### src/hw/enc_cfg_pkg.sv
package enc_cfg_pkg;

  // ----------------------------------------
  // coder widths
  // ----------------------------------------
  localparam int RANGE_WIDTH  = 16;
  localparam int LOW_WIDTH    = 24;
  localparam int SYMBOL_WIDTH = 4;
  localparam int D_SIZE       = 5;

  // ----------------------------------------
  // coding constants
  // ----------------------------------------
  localparam int PROB_SHIFT = 6;
  localparam int MIN_PROB   = 4;
  localparam int RANGE_INIT = 32768;
  localparam int CNT_INIT   = -9;

  // icdf value meaning no lower bound
  localparam int ONE_Q15 = 32768;

endpackage

### src/hw/enc_types_pkg.sv
package enc_types_pkg;

  import enc_cfg_pkg::*;

  // 32768 >> 6 needs 10 bits
  localparam int PROB_WIDTH = RANGE_WIDTH - PROB_SHIFT;
  // largest offset is MIN_PROB * 16
  localparam int OFF_WIDTH  = $clog2(MIN_PROB << SYMBOL_WIDTH) + 1;
  localparam int D_WIDTH    = $clog2(RANGE_WIDTH);

  // ----------------------------------------
  // stage 1 -> stage 2
  // ----------------------------------------
  typedef struct packed {
    logic [PROB_WIDTH-1:0] uu;
    logic [PROB_WIDTH-1:0] vv;
    logic [OFF_WIDTH-1:0]  off_u;
    logic [OFF_WIDTH-1:0]  off_v;
    logic                  has_low;
    logic                  is_bool;
    logic                  bit_val;
  } s12_t;

  // ----------------------------------------
  // stage 2 -> stage 3
  // ----------------------------------------
  typedef struct packed {
    logic [RANGE_WIDTH-1:0] addend;
    logic [D_WIDTH-1:0]     d;
  } s23_t;

endpackage

### src/hw/sym_if.sv
interface sym_if;

  logic                                valid;
  logic [enc_cfg_pkg::RANGE_WIDTH-1:0] fl;
  logic [enc_cfg_pkg::RANGE_WIDTH-1:0] fh;
  logic [enc_cfg_pkg::SYMBOL_WIDTH-1:0] symbol;
  logic [enc_cfg_pkg::SYMBOL_WIDTH:0]  nsyms;
  logic                                is_bool;

  // top level side
  modport src (output valid, fl, fh, symbol, nsyms, is_bool);

  // stage 1 reads all fields
  modport stage (input valid, fl, fh, symbol, nsyms, is_bool);

  // token generation only needs the strobe
  modport ctrl (input valid);

endinterface
### src/hw/arithmetic_encoder.sv
module arithmetic_encoder (
  input  logic                                   general_clk,
  input  logic                                   reset,
  input  logic                                   sym_valid,
  input  logic [enc_cfg_pkg::RANGE_WIDTH-1:0]    fl,
  input  logic [enc_cfg_pkg::RANGE_WIDTH-1:0]    fh,
  input  logic [enc_cfg_pkg::SYMBOL_WIDTH-1:0]   symbol,
  input  logic [enc_cfg_pkg::SYMBOL_WIDTH:0]     nsyms,
  input  logic                                   is_bool,
  output logic                                   out_valid,
  output logic                                   busy,
  output logic [enc_cfg_pkg::RANGE_WIDTH-1:0]    range,
  output logic [enc_cfg_pkg::LOW_WIDTH-1:0]      low,
  output logic signed [enc_cfg_pkg::D_SIZE-1:0]  cnt,
  output logic [1:0]                             pb_flag,
  output logic [enc_cfg_pkg::RANGE_WIDTH-1:0]    pb_word_1,
  output logic [enc_cfg_pkg::RANGE_WIDTH-1:0]    pb_word_2
);

  import enc_types_pkg::*;

  logic en_12;
  logic en_23;
  logic en_out;
  s12_t s12_d;
  s12_t s12_q;
  s23_t s23_d;
  s23_t s23_q;

  sym_if sym ();

  assign sym.valid   = sym_valid;
  assign sym.fl      = fl;
  assign sym.fh      = fh;
  assign sym.symbol  = symbol;
  assign sym.nsyms   = nsyms;
  assign sym.is_bool = is_bool;

  enc_control u_control (
    .general_clk (general_clk),
    .reset       (reset),
    .sym         (sym),
    .en_12       (en_12),
    .en_23       (en_23),
    .en_out      (en_out),
    .out_valid   (out_valid),
    .busy        (busy)
  );

  // ----------------------------------------
  // stage 1
  // ----------------------------------------
  prob_scale_stage u_stage_1 (
    .sym (sym),
    .out (s12_d)
  );

  pipe_reg #(.payload_t(s12_t)) u_reg_12 (
    .general_clk (general_clk),
    .en          (en_12),
    .d           (s12_d),
    .q           (s12_q)
  );

  // ----------------------------------------
  // stage 2
  // ----------------------------------------
  range_update_stage u_stage_2 (
    .general_clk (general_clk),
    .reset       (reset),
    .en          (en_23),
    .in          (s12_q),
    .out         (s23_d),
    .range       (range)
  );

  pipe_reg #(.payload_t(s23_t)) u_reg_23 (
    .general_clk (general_clk),
    .en          (en_23),
    .d           (s23_d),
    .q           (s23_q)
  );

  // stage 3
  low_renorm_stage u_stage_3 (
    .general_clk (general_clk),
    .reset       (reset),
    .en          (en_out),
    .in          (s23_q),
    .low         (low),
    .cnt         (cnt),
    .pb_flag     (pb_flag),
    .pb_word_1   (pb_word_1),
    .pb_word_2   (pb_word_2)
  );

endmodule

### src/hw/enc_control.sv
module enc_control (
  input  logic general_clk,
  input  logic reset,
  sym_if.ctrl  sym,
  output logic en_12,
  output logic en_23,
  output logic en_out,
  output logic out_valid,
  output logic busy
);

  // token[0] sits in stage 2, token[1] in stage 3
  logic [1:0] token;

  always_ff @(posedge general_clk) begin
    if (reset) begin
      token     <= '0;
      out_valid <= 1'b0;
    end else begin
      token     <= {token[0], sym.valid};
      out_valid <= token[1];
    end
  end

  // stage 1 capture follows the input strobe directly
  assign en_12  = sym.valid;
  assign en_23  = token[0];
  assign en_out = token[1];

  // any symbol still between the pipeline registers
  assign busy = |token;

  // ----------------------------------------
  // checks
  // ----------------------------------------
  a_out_valid_from_en_out : assert property (
    @(posedge general_clk) disable iff (reset)
    $rose(out_valid) |-> $past(en_out)
  ) else $error("out_valid rose without a token in stage 3");

endmodule

### src/hw/low_renorm_stage.sv
module low_renorm_stage (
  input  logic                                      general_clk,
  input  logic                                      reset,
  input  logic                                      en,
  input  enc_types_pkg::s23_t                       in,
  output logic [enc_cfg_pkg::LOW_WIDTH-1:0]         low,
  output logic signed [enc_cfg_pkg::D_SIZE-1:0]     cnt,
  output logic [1:0]                                pb_flag,
  output logic [enc_cfg_pkg::RANGE_WIDTH-1:0]       pb_word_1,
  output logic [enc_cfg_pkg::RANGE_WIDTH-1:0]       pb_word_2
);

  import enc_cfg_pkg::*;

  logic [LOW_WIDTH:0]         low_work;
  logic signed [D_SIZE:0]     cnt_ext;
  logic signed [D_SIZE:0]     d_ext;
  logic signed [D_SIZE:0]     s_sum;
  logic signed [D_SIZE:0]     c_cur;
  logic signed [D_SIZE:0]     cnt_calc;
  logic [1:0]                 flag_nxt;
  logic [RANGE_WIDTH-1:0]     word_1_nxt;
  logic [RANGE_WIDTH-1:0]     word_2_nxt;
  logic [LOW_WIDTH-1:0]       low_nxt;

  // keep the lower n bits
  function automatic logic [LOW_WIDTH:0] keep_bits(input logic [LOW_WIDTH:0] v,
                                                   input logic [3:0]         n);
    return v & (((LOW_WIDTH+1)'(1) << n) - 1'b1);
  endfunction

  // ----------------------------------------
  // low update and word emission
  // ----------------------------------------
  always_comb begin
    low_work   = {1'b0, low} + (LOW_WIDTH+1)'(in.addend);
    cnt_ext    = cnt;
    d_ext      = signed'({2'b00, in.d});
    s_sum      = cnt_ext + d_ext;
    c_cur      = cnt_ext + 6'sd16;
    flag_nxt   = 2'd0;
    word_1_nxt = '0;
    word_2_nxt = '0;
    cnt_calc   = s_sum;

    if (s_sum >= 0) begin
      word_1_nxt = RANGE_WIDTH'(low_work >> c_cur[3:0]);
      flag_nxt   = 2'd1;
      if (s_sum >= 8) begin
        low_work   = keep_bits(low_work, c_cur[3:0]);
        c_cur      = c_cur - 6'sd8;
        word_2_nxt = RANGE_WIDTH'(low_work >> c_cur[3:0]);
        flag_nxt   = 2'd2;
      end
      low_work = keep_bits(low_work, c_cur[3:0]);
      cnt_calc = c_cur + d_ext - 6'sd24;
    end

    low_nxt = LOW_WIDTH'(low_work << in.d);
  end

  always_ff @(posedge general_clk) begin
    if (reset) begin
      low       <= '0;
      cnt       <= D_SIZE'(CNT_INIT);
      pb_flag   <= 2'd0;
      pb_word_1 <= '0;
      pb_word_2 <= '0;
    end else if (en) begin
      low       <= low_nxt;
      cnt       <= cnt_calc[D_SIZE-1:0];
      pb_flag   <= flag_nxt;
      pb_word_1 <= word_1_nxt;
      pb_word_2 <= word_2_nxt;
    end
  end

  // count stays negative between symbols
  a_cnt_negative : assert property (
    @(posedge general_clk) disable iff (reset) en |=> (cnt < 0)
  ) else $error("bit count not negative after an update");

endmodule

### src/hw/pipe_reg.sv
module pipe_reg #(
  parameter type payload_t = logic
) (
  input  logic     general_clk,
  input  logic     en,
  input  payload_t d,
  output payload_t q
);

  // validity travels with the control token
  always_ff @(posedge general_clk) begin
    if (en) begin
      q <= d;
    end
  end

endmodule

### src/hw/prob_scale_stage.sv
module prob_scale_stage (
  sym_if.stage                sym,
  output enc_types_pkg::s12_t out
);

  import enc_cfg_pkg::*;
  import enc_types_pkg::*;

  // nsyms - 1 - (symbol - 1) and nsyms - 1 - symbol
  logic [SYMBOL_WIDTH:0] span_u;
  logic [SYMBOL_WIDTH:0] span_v;

  always_comb begin
    span_u = sym.nsyms - {1'b0, sym.symbol};
    span_v = span_u - 1'b1;

    out.uu      = sym.fl[RANGE_WIDTH-1:PROB_SHIFT];
    out.vv      = sym.fh[RANGE_WIDTH-1:PROB_SHIFT];
    out.is_bool = sym.is_bool;

    if (sym.is_bool) begin
      // bool takes fh as its probability
      out.has_low = 1'b0;
      out.off_u   = '0;
      out.off_v   = OFF_WIDTH'(MIN_PROB);
      out.bit_val = sym.symbol[0];
    end else begin
      out.has_low = (sym.fl < ONE_Q15);
      out.off_u   = OFF_WIDTH'(MIN_PROB * span_u);
      out.off_v   = OFF_WIDTH'(MIN_PROB * span_v);
      out.bit_val = 1'b0;
    end
  end

  // ----------------------------------------
  // checks
  // ----------------------------------------
  // icdf must decrease across the coded symbol
  always_comb begin
    if (sym.valid && !sym.is_bool && (sym.fl < ONE_Q15)) begin
      a_icdf_order : assert #0 (sym.fl > sym.fh)
        else $error("fl not above fh for a multi-symbol input");
    end
  end

endmodule

### src/hw/range_update_stage.sv
module range_update_stage (
  input  logic                                general_clk,
  input  logic                                reset,
  input  logic                                en,
  input  enc_types_pkg::s12_t                 in,
  output enc_types_pkg::s23_t                 out,
  output logic [enc_cfg_pkg::RANGE_WIDTH-1:0] range
);

  import enc_cfg_pkg::*;
  import enc_types_pkg::*;

  logic [RANGE_WIDTH-1:0] range_q;
  logic [RANGE_WIDTH-1:0] u_val;
  logic [RANGE_WIDTH-1:0] v_val;
  logic [RANGE_WIDTH-1:0] new_range;

  // (top 8 bits of range * p) >> 1
  function automatic logic [RANGE_WIDTH-1:0] scale(input logic [RANGE_WIDTH-1:0] r,
                                                   input logic [PROB_WIDTH-1:0]  p);
    logic [RANGE_WIDTH+1:0] prod;
    prod = r[RANGE_WIDTH-1 -: RANGE_WIDTH/2] * p;
    return RANGE_WIDTH'(prod >> 1);
  endfunction

  // leading zero count of a nonzero range
  function automatic logic [D_WIDTH-1:0] norm_shift(input logic [RANGE_WIDTH-1:0] r);
    logic [D_WIDTH-1:0] n;
    n = '0;
    for (int i = 0; i < RANGE_WIDTH; i++) begin
      if (r[i]) begin
        n = D_WIDTH'(RANGE_WIDTH - 1 - i);
      end
    end
    return n;
  endfunction

  always_comb begin
    u_val = scale(range_q, in.uu) + RANGE_WIDTH'(in.off_u);
    // off_v is MIN_PROB for a bool
    v_val = scale(range_q, in.vv) + RANGE_WIDTH'(in.off_v);

    if (in.is_bool) begin
      out.addend = in.bit_val ? (range_q - v_val) : '0;
      new_range  = in.bit_val ? v_val : (range_q - v_val);
    end else if (in.has_low) begin
      out.addend = range_q - u_val;
      new_range  = u_val - v_val;
    end else begin
      out.addend = '0;
      new_range  = range_q - v_val;
    end

    out.d = norm_shift(new_range);
  end

  always_ff @(posedge general_clk) begin
    if (reset) begin
      range_q <= RANGE_WIDTH'(RANGE_INIT);
      range   <= RANGE_WIDTH'(RANGE_INIT);
    end else begin
      if (en) begin
        range_q <= new_range << out.d;
      end
      // output copy lags one cycle to line up with low and cnt
      range <= range_q;
    end
  end

  a_range_normalized : assert property (
    @(posedge general_clk) disable iff (reset) range_q[RANGE_WIDTH-1]
  ) else $error("stored range lost its top bit");

endmodule

### config.mk
export PLATFORM = sky130hd
export DESIGN_NAME = arithmetic_encoder
export DESIGN_NICKNAME = d
export VERILOG_FILES = /design/src/hw/enc_cfg_pkg.sv /design/src/hw/enc_types_pkg.sv /design/src/hw/sym_if.sv /design/src/hw/arithmetic_encoder.sv /design/src/hw/enc_control.sv /design/src/hw/low_renorm_stage.sv /design/src/hw/pipe_reg.sv /design/src/hw/prob_scale_stage.sv /design/src/hw/range_update_stage.sv
export SDC_FILE = /design/constraint.sdc
export NUM_CORES = 1
export LEC_CHECK = 0
export BUFFER_PORTS_ARGS = -buffer_cell sky130_fd_sc_hd__buf_2
export CORE_ASPECT_RATIO = 1.2
export CORE_MARGIN = 1
export CORE_UTILIZATION = 40
export DETAILED_ROUTE_END_ITERATION = 16
export PLACE_DENSITY = 0.54
export RECOVER_POWER = 50
export SLEW_MARGIN = 20
export SYNTH_ARGS = -nofsm -noshare
export SYNTH_HDL_FRONTEND = slang
export SYNTH_SLANG_ARGS = --single-unit
### constraint.sdc
create_clock -name general_clk -period 15.1 [get_ports general_clk]
set_clock_uncertainty 0.15 [all_clocks]
set_input_delay 0.755 -clock general_clk [delete_from_list [all_inputs] [get_ports general_clk]]
set_output_delay 0.755 -clock general_clk [all_outputs]
set_load 0.05 [all_outputs]
==> results.md <==
- Share of layout cells above drive strength 1: 8.24%
- Clk pin slew, worst setup/hold paths: 90 ps
- Setup TNS: 0 ps
- Sink Count: 151
- GRT Total Usage: 25.8%
- Vias per cell: just under 6
- Mapped Nets: 2598
- ANT nets after route: 0
- Worst hold path type: in2reg
- Avg Cell Area, Syn: 8.18 µm²
- Iter 0 DRT Violations: ~1200
- Gpl congestion: 0.957
- Fillers: 4685
- Longest Clk Path Bufs: 2
- Vert. Die Dim: 240 µm
- DPL Wire Length: 46800 µm
- Final-stage net count: 2652
- Slew Limit Fails: 181
- Wire per inst: 20.2 µm
- Failing checks: capacitance limit, slew limit
- Finished layout cell area: around 20000 µm²
- Initial antenna violation count: 0
- Root buffer cell: clkbuf_16
- Placed Area: 20000 µm²
- Max-cap violations: 7
- Worst Path Class, Setup: reg2reg
- Syn Inst Count: approximately 2300
- Vias: 17200
- CTS tree: done
- Inserted Diodes: 0
- First-pass GRT wire length: about 95000 µm
- Worst path arrival time: 11230 ps
- Total CTS buffers: 17
- FP Rows: 86
- CTS Hold Bufs: 0
- EDFF count, synth: 53
- Initial Util: 40.7%
- Setup Buffers After CTS: 0
- H-tree Lvls: 4
- Fin crit share: approximately 73%
- Setup violators final: 0
- Vias in the first global route: between 15000 and 20000
- Worst stage delay on the critical path: 1150 ps
- Synth async-reset ratio: 0%
- Drt total wl: 60300 µm
- Io pins: 126
- Layout area overhead: 8.81%
- Critical path startpoint category: flop
- Crit end category: flop
- DR pass1 iterations: 5
- Number of buffers added on ports: 113
- Die Wd: approximately 200 µm
- GRT overflow: 0
- Core outline area: around 46000 µm²
- Resized Gates After CTS: 0
- Register area share after synthesis: 18.9%
- Crit Path Max Fanout: 29
- F_max: 0.0907 GHz
- Fin. Hold Viols: 0
- #FFs+latches synth: 151
- Slowest-stage cell, CP: clkbuf_1
- Tightest Pin Transition: between 2000 and 2500 ps
- RSZ-0062 raised after global routing: no
- Yosys Warn Count: 0
- Hold_ws: ~280 ps
- Largest net degree at the start of global routing: 61
- Rel. slew slack: -39.9%
- DRC: 0
- Yosys cell types: 101
- Worst Path Required: 15310 ps
- Most used flip-flop cell after synthesis: dfxtp_1
- Worst-Skew Late Latency: 490 ps
- Top cell by count, worst path: fa_1
- Min cycle time layout: 11020 ps
- Status: finished with violations
- Die area: approximately 48000 µm²
- Synthesized area: 18800 µm²
==> worst max-delay path: cells and delay by family, from the launching register on <==
kind	cells	cell delay (ps)
XOR/XNOR	1	290
flip-flops	1	320
AND/OR/NAND/NOR	5	1250
multiplexers	2	480
adder cells (fa/ha/maj)	8	3640
buffers and inverters	4	1320
AO/OA/AOI/OAI	12	3430
==> per-stage QoR <==
stage | util [%] | setup WS (ps) | std cells
finish | 44.3 | 4080 | 2982
global route | 44.3 | 3410 | 2982
CTS | 44.5 | 4980 | 2982
detailed placement | 43.3 | 5030 | 2950
global placement | 43.3 | 5160 | 2950
floorplan | - | 6230 | 2299
==> metal layers <==
layer	track usage, %	share of wire [%]
met5	0	0
met4	13.7	5.2
met3	3.35	3.9
met2	46.9	52
met1	28.9	39
==> cell usage after synthesis (all sizes together) (7+ instances only) <==
cell type  instances  area, µm²
and3              18        113
a22oi             17        128
o21a              31        233
o221ai             9       78.8
o2111ai            7       61.3
nand2b            19        119
a221o              8       80.1
o21ai            118        602
a211oi            33        273
nand3             39        205
nor3              63        332
xnor2             85        790
maj3               9       93.8
nand2            196        743
a32oi             16        140
fa               104       2080
o31ai             15        113
or2                8       50.1
a21boi             9       67.6
a221oi            11        103
a31oi             18        119
o211ai            33        258
and2             135        845
a21oi            151        771
a21o              31        233
inv              201        754
mux2              15        169
ha               150       1880
dfxtp             98       1960
mux2i             63        631
nor4               7       58.8
buf               11       55.1
o22ai             15       93.8
or3               14       87.6
a22o              11       96.3
nor2b             35        219
xor2              33        323
o21bai            13       97.6
nor2             183        687
edfxtp            53       1590
nor3b              7       52.6
clkbuf            99        372
a211o             11       96.3
nand4             10       62.6
==> cells by family (layout without fill, tap and decap cells) <==
family,Yosys count,in the layout,share of synthesized area [%]
buffers and inverters,314,381,6.34
AND/OR/NAND/NOR,750,750,19.7
flip-flops,151,151,18.9
multiplexers,83,83,4.85
XOR/XNOR,120,120,6.15
AO/OA/AOI/OAI,618,618,22.5
adder cells (fa/ha/maj),263,263,21.5
==> layout by cell type, fill, tap and decap left out, types with 18 or more instances in the layout <==
master,Yosys,final
edfxtp_1,53,53
fa_1,104,104
inv_1,197,197
nor2_1,183,182
mux2i_1,63,63
nand3_1,37,37
xor2_1,30,30
dfxtp_1,98,95
nor2b_1,35,35
o21a_1,31,31
clkbuf_1,99,55
o21ai_0,104,104
buf_2,2,68
and3_1,18,18
a211oi_1,28,28
a21o_1,31,31
nand2b_1,19,19
xnor2_1,82,82
buf_4,1,22
ha_1,150,150
nor3_1,61,61
nand2_1,195,195
and2_1,135,135
o211ai_1,31,31
a21oi_1,147,147
==> cell type report <==
class / instances / area, µm² / area share (%)
clock buffer: 17 / 425 / 2.08
clock inverter: 15 / 170 / 0.831
inverter: 204 / 766 / 3.74
multi-input combinational: 1834 / 14100 / 68.7
sequential: 151 / 3560 / 17.4
tap: 616 / 771 / 3.77
timing repair buffer: 145 / 712 / 3.48
==> flip-flops by register name, summed over array words and instances (netlist names) <==
signal,flops
u_stage_2.range_q,16
u_stage_3.low,24
u_stage_3.cnt,5
u_control.token,2
u_stage_3.pb_flag,2
u_reg_12.q,33
u_stage_3.pb_word_1,16
u_stage_2.range,16
u_control.out_valid,1
u_stage_3.pb_word_2,16
u_reg_23.q,20
==> worst paths after layout <==
check | to | from | cells after the start | slack (ps)
hold / removal | u_reg_12.q[29]$_DFFE_PP_ | fl[8] | 1 | 280
setup / recovery | u_stage_2.range_q[10]$_SDFFE_PP0P_ | u_stage_2.range_q[12]$_SDFFE_PP0P_ | 32 | 4080
hold reg to reg | u_stage_3.pb_word_1[13]$_SDFFE_PP0P_ | u_stage_3.pb_word_1[13]$_SDFFE_PP0P_ | 2 | 300
setup reg to reg | u_stage_2.range_q[10]$_SDFFE_PP0P_ | u_stage_2.range_q[12]$_SDFFE_PP0P_ | 32 | 4080
Power is left out: the tool's default activity adds up to more than one toggle a clock period on the data nets, which glitch-free logic cannot reach.
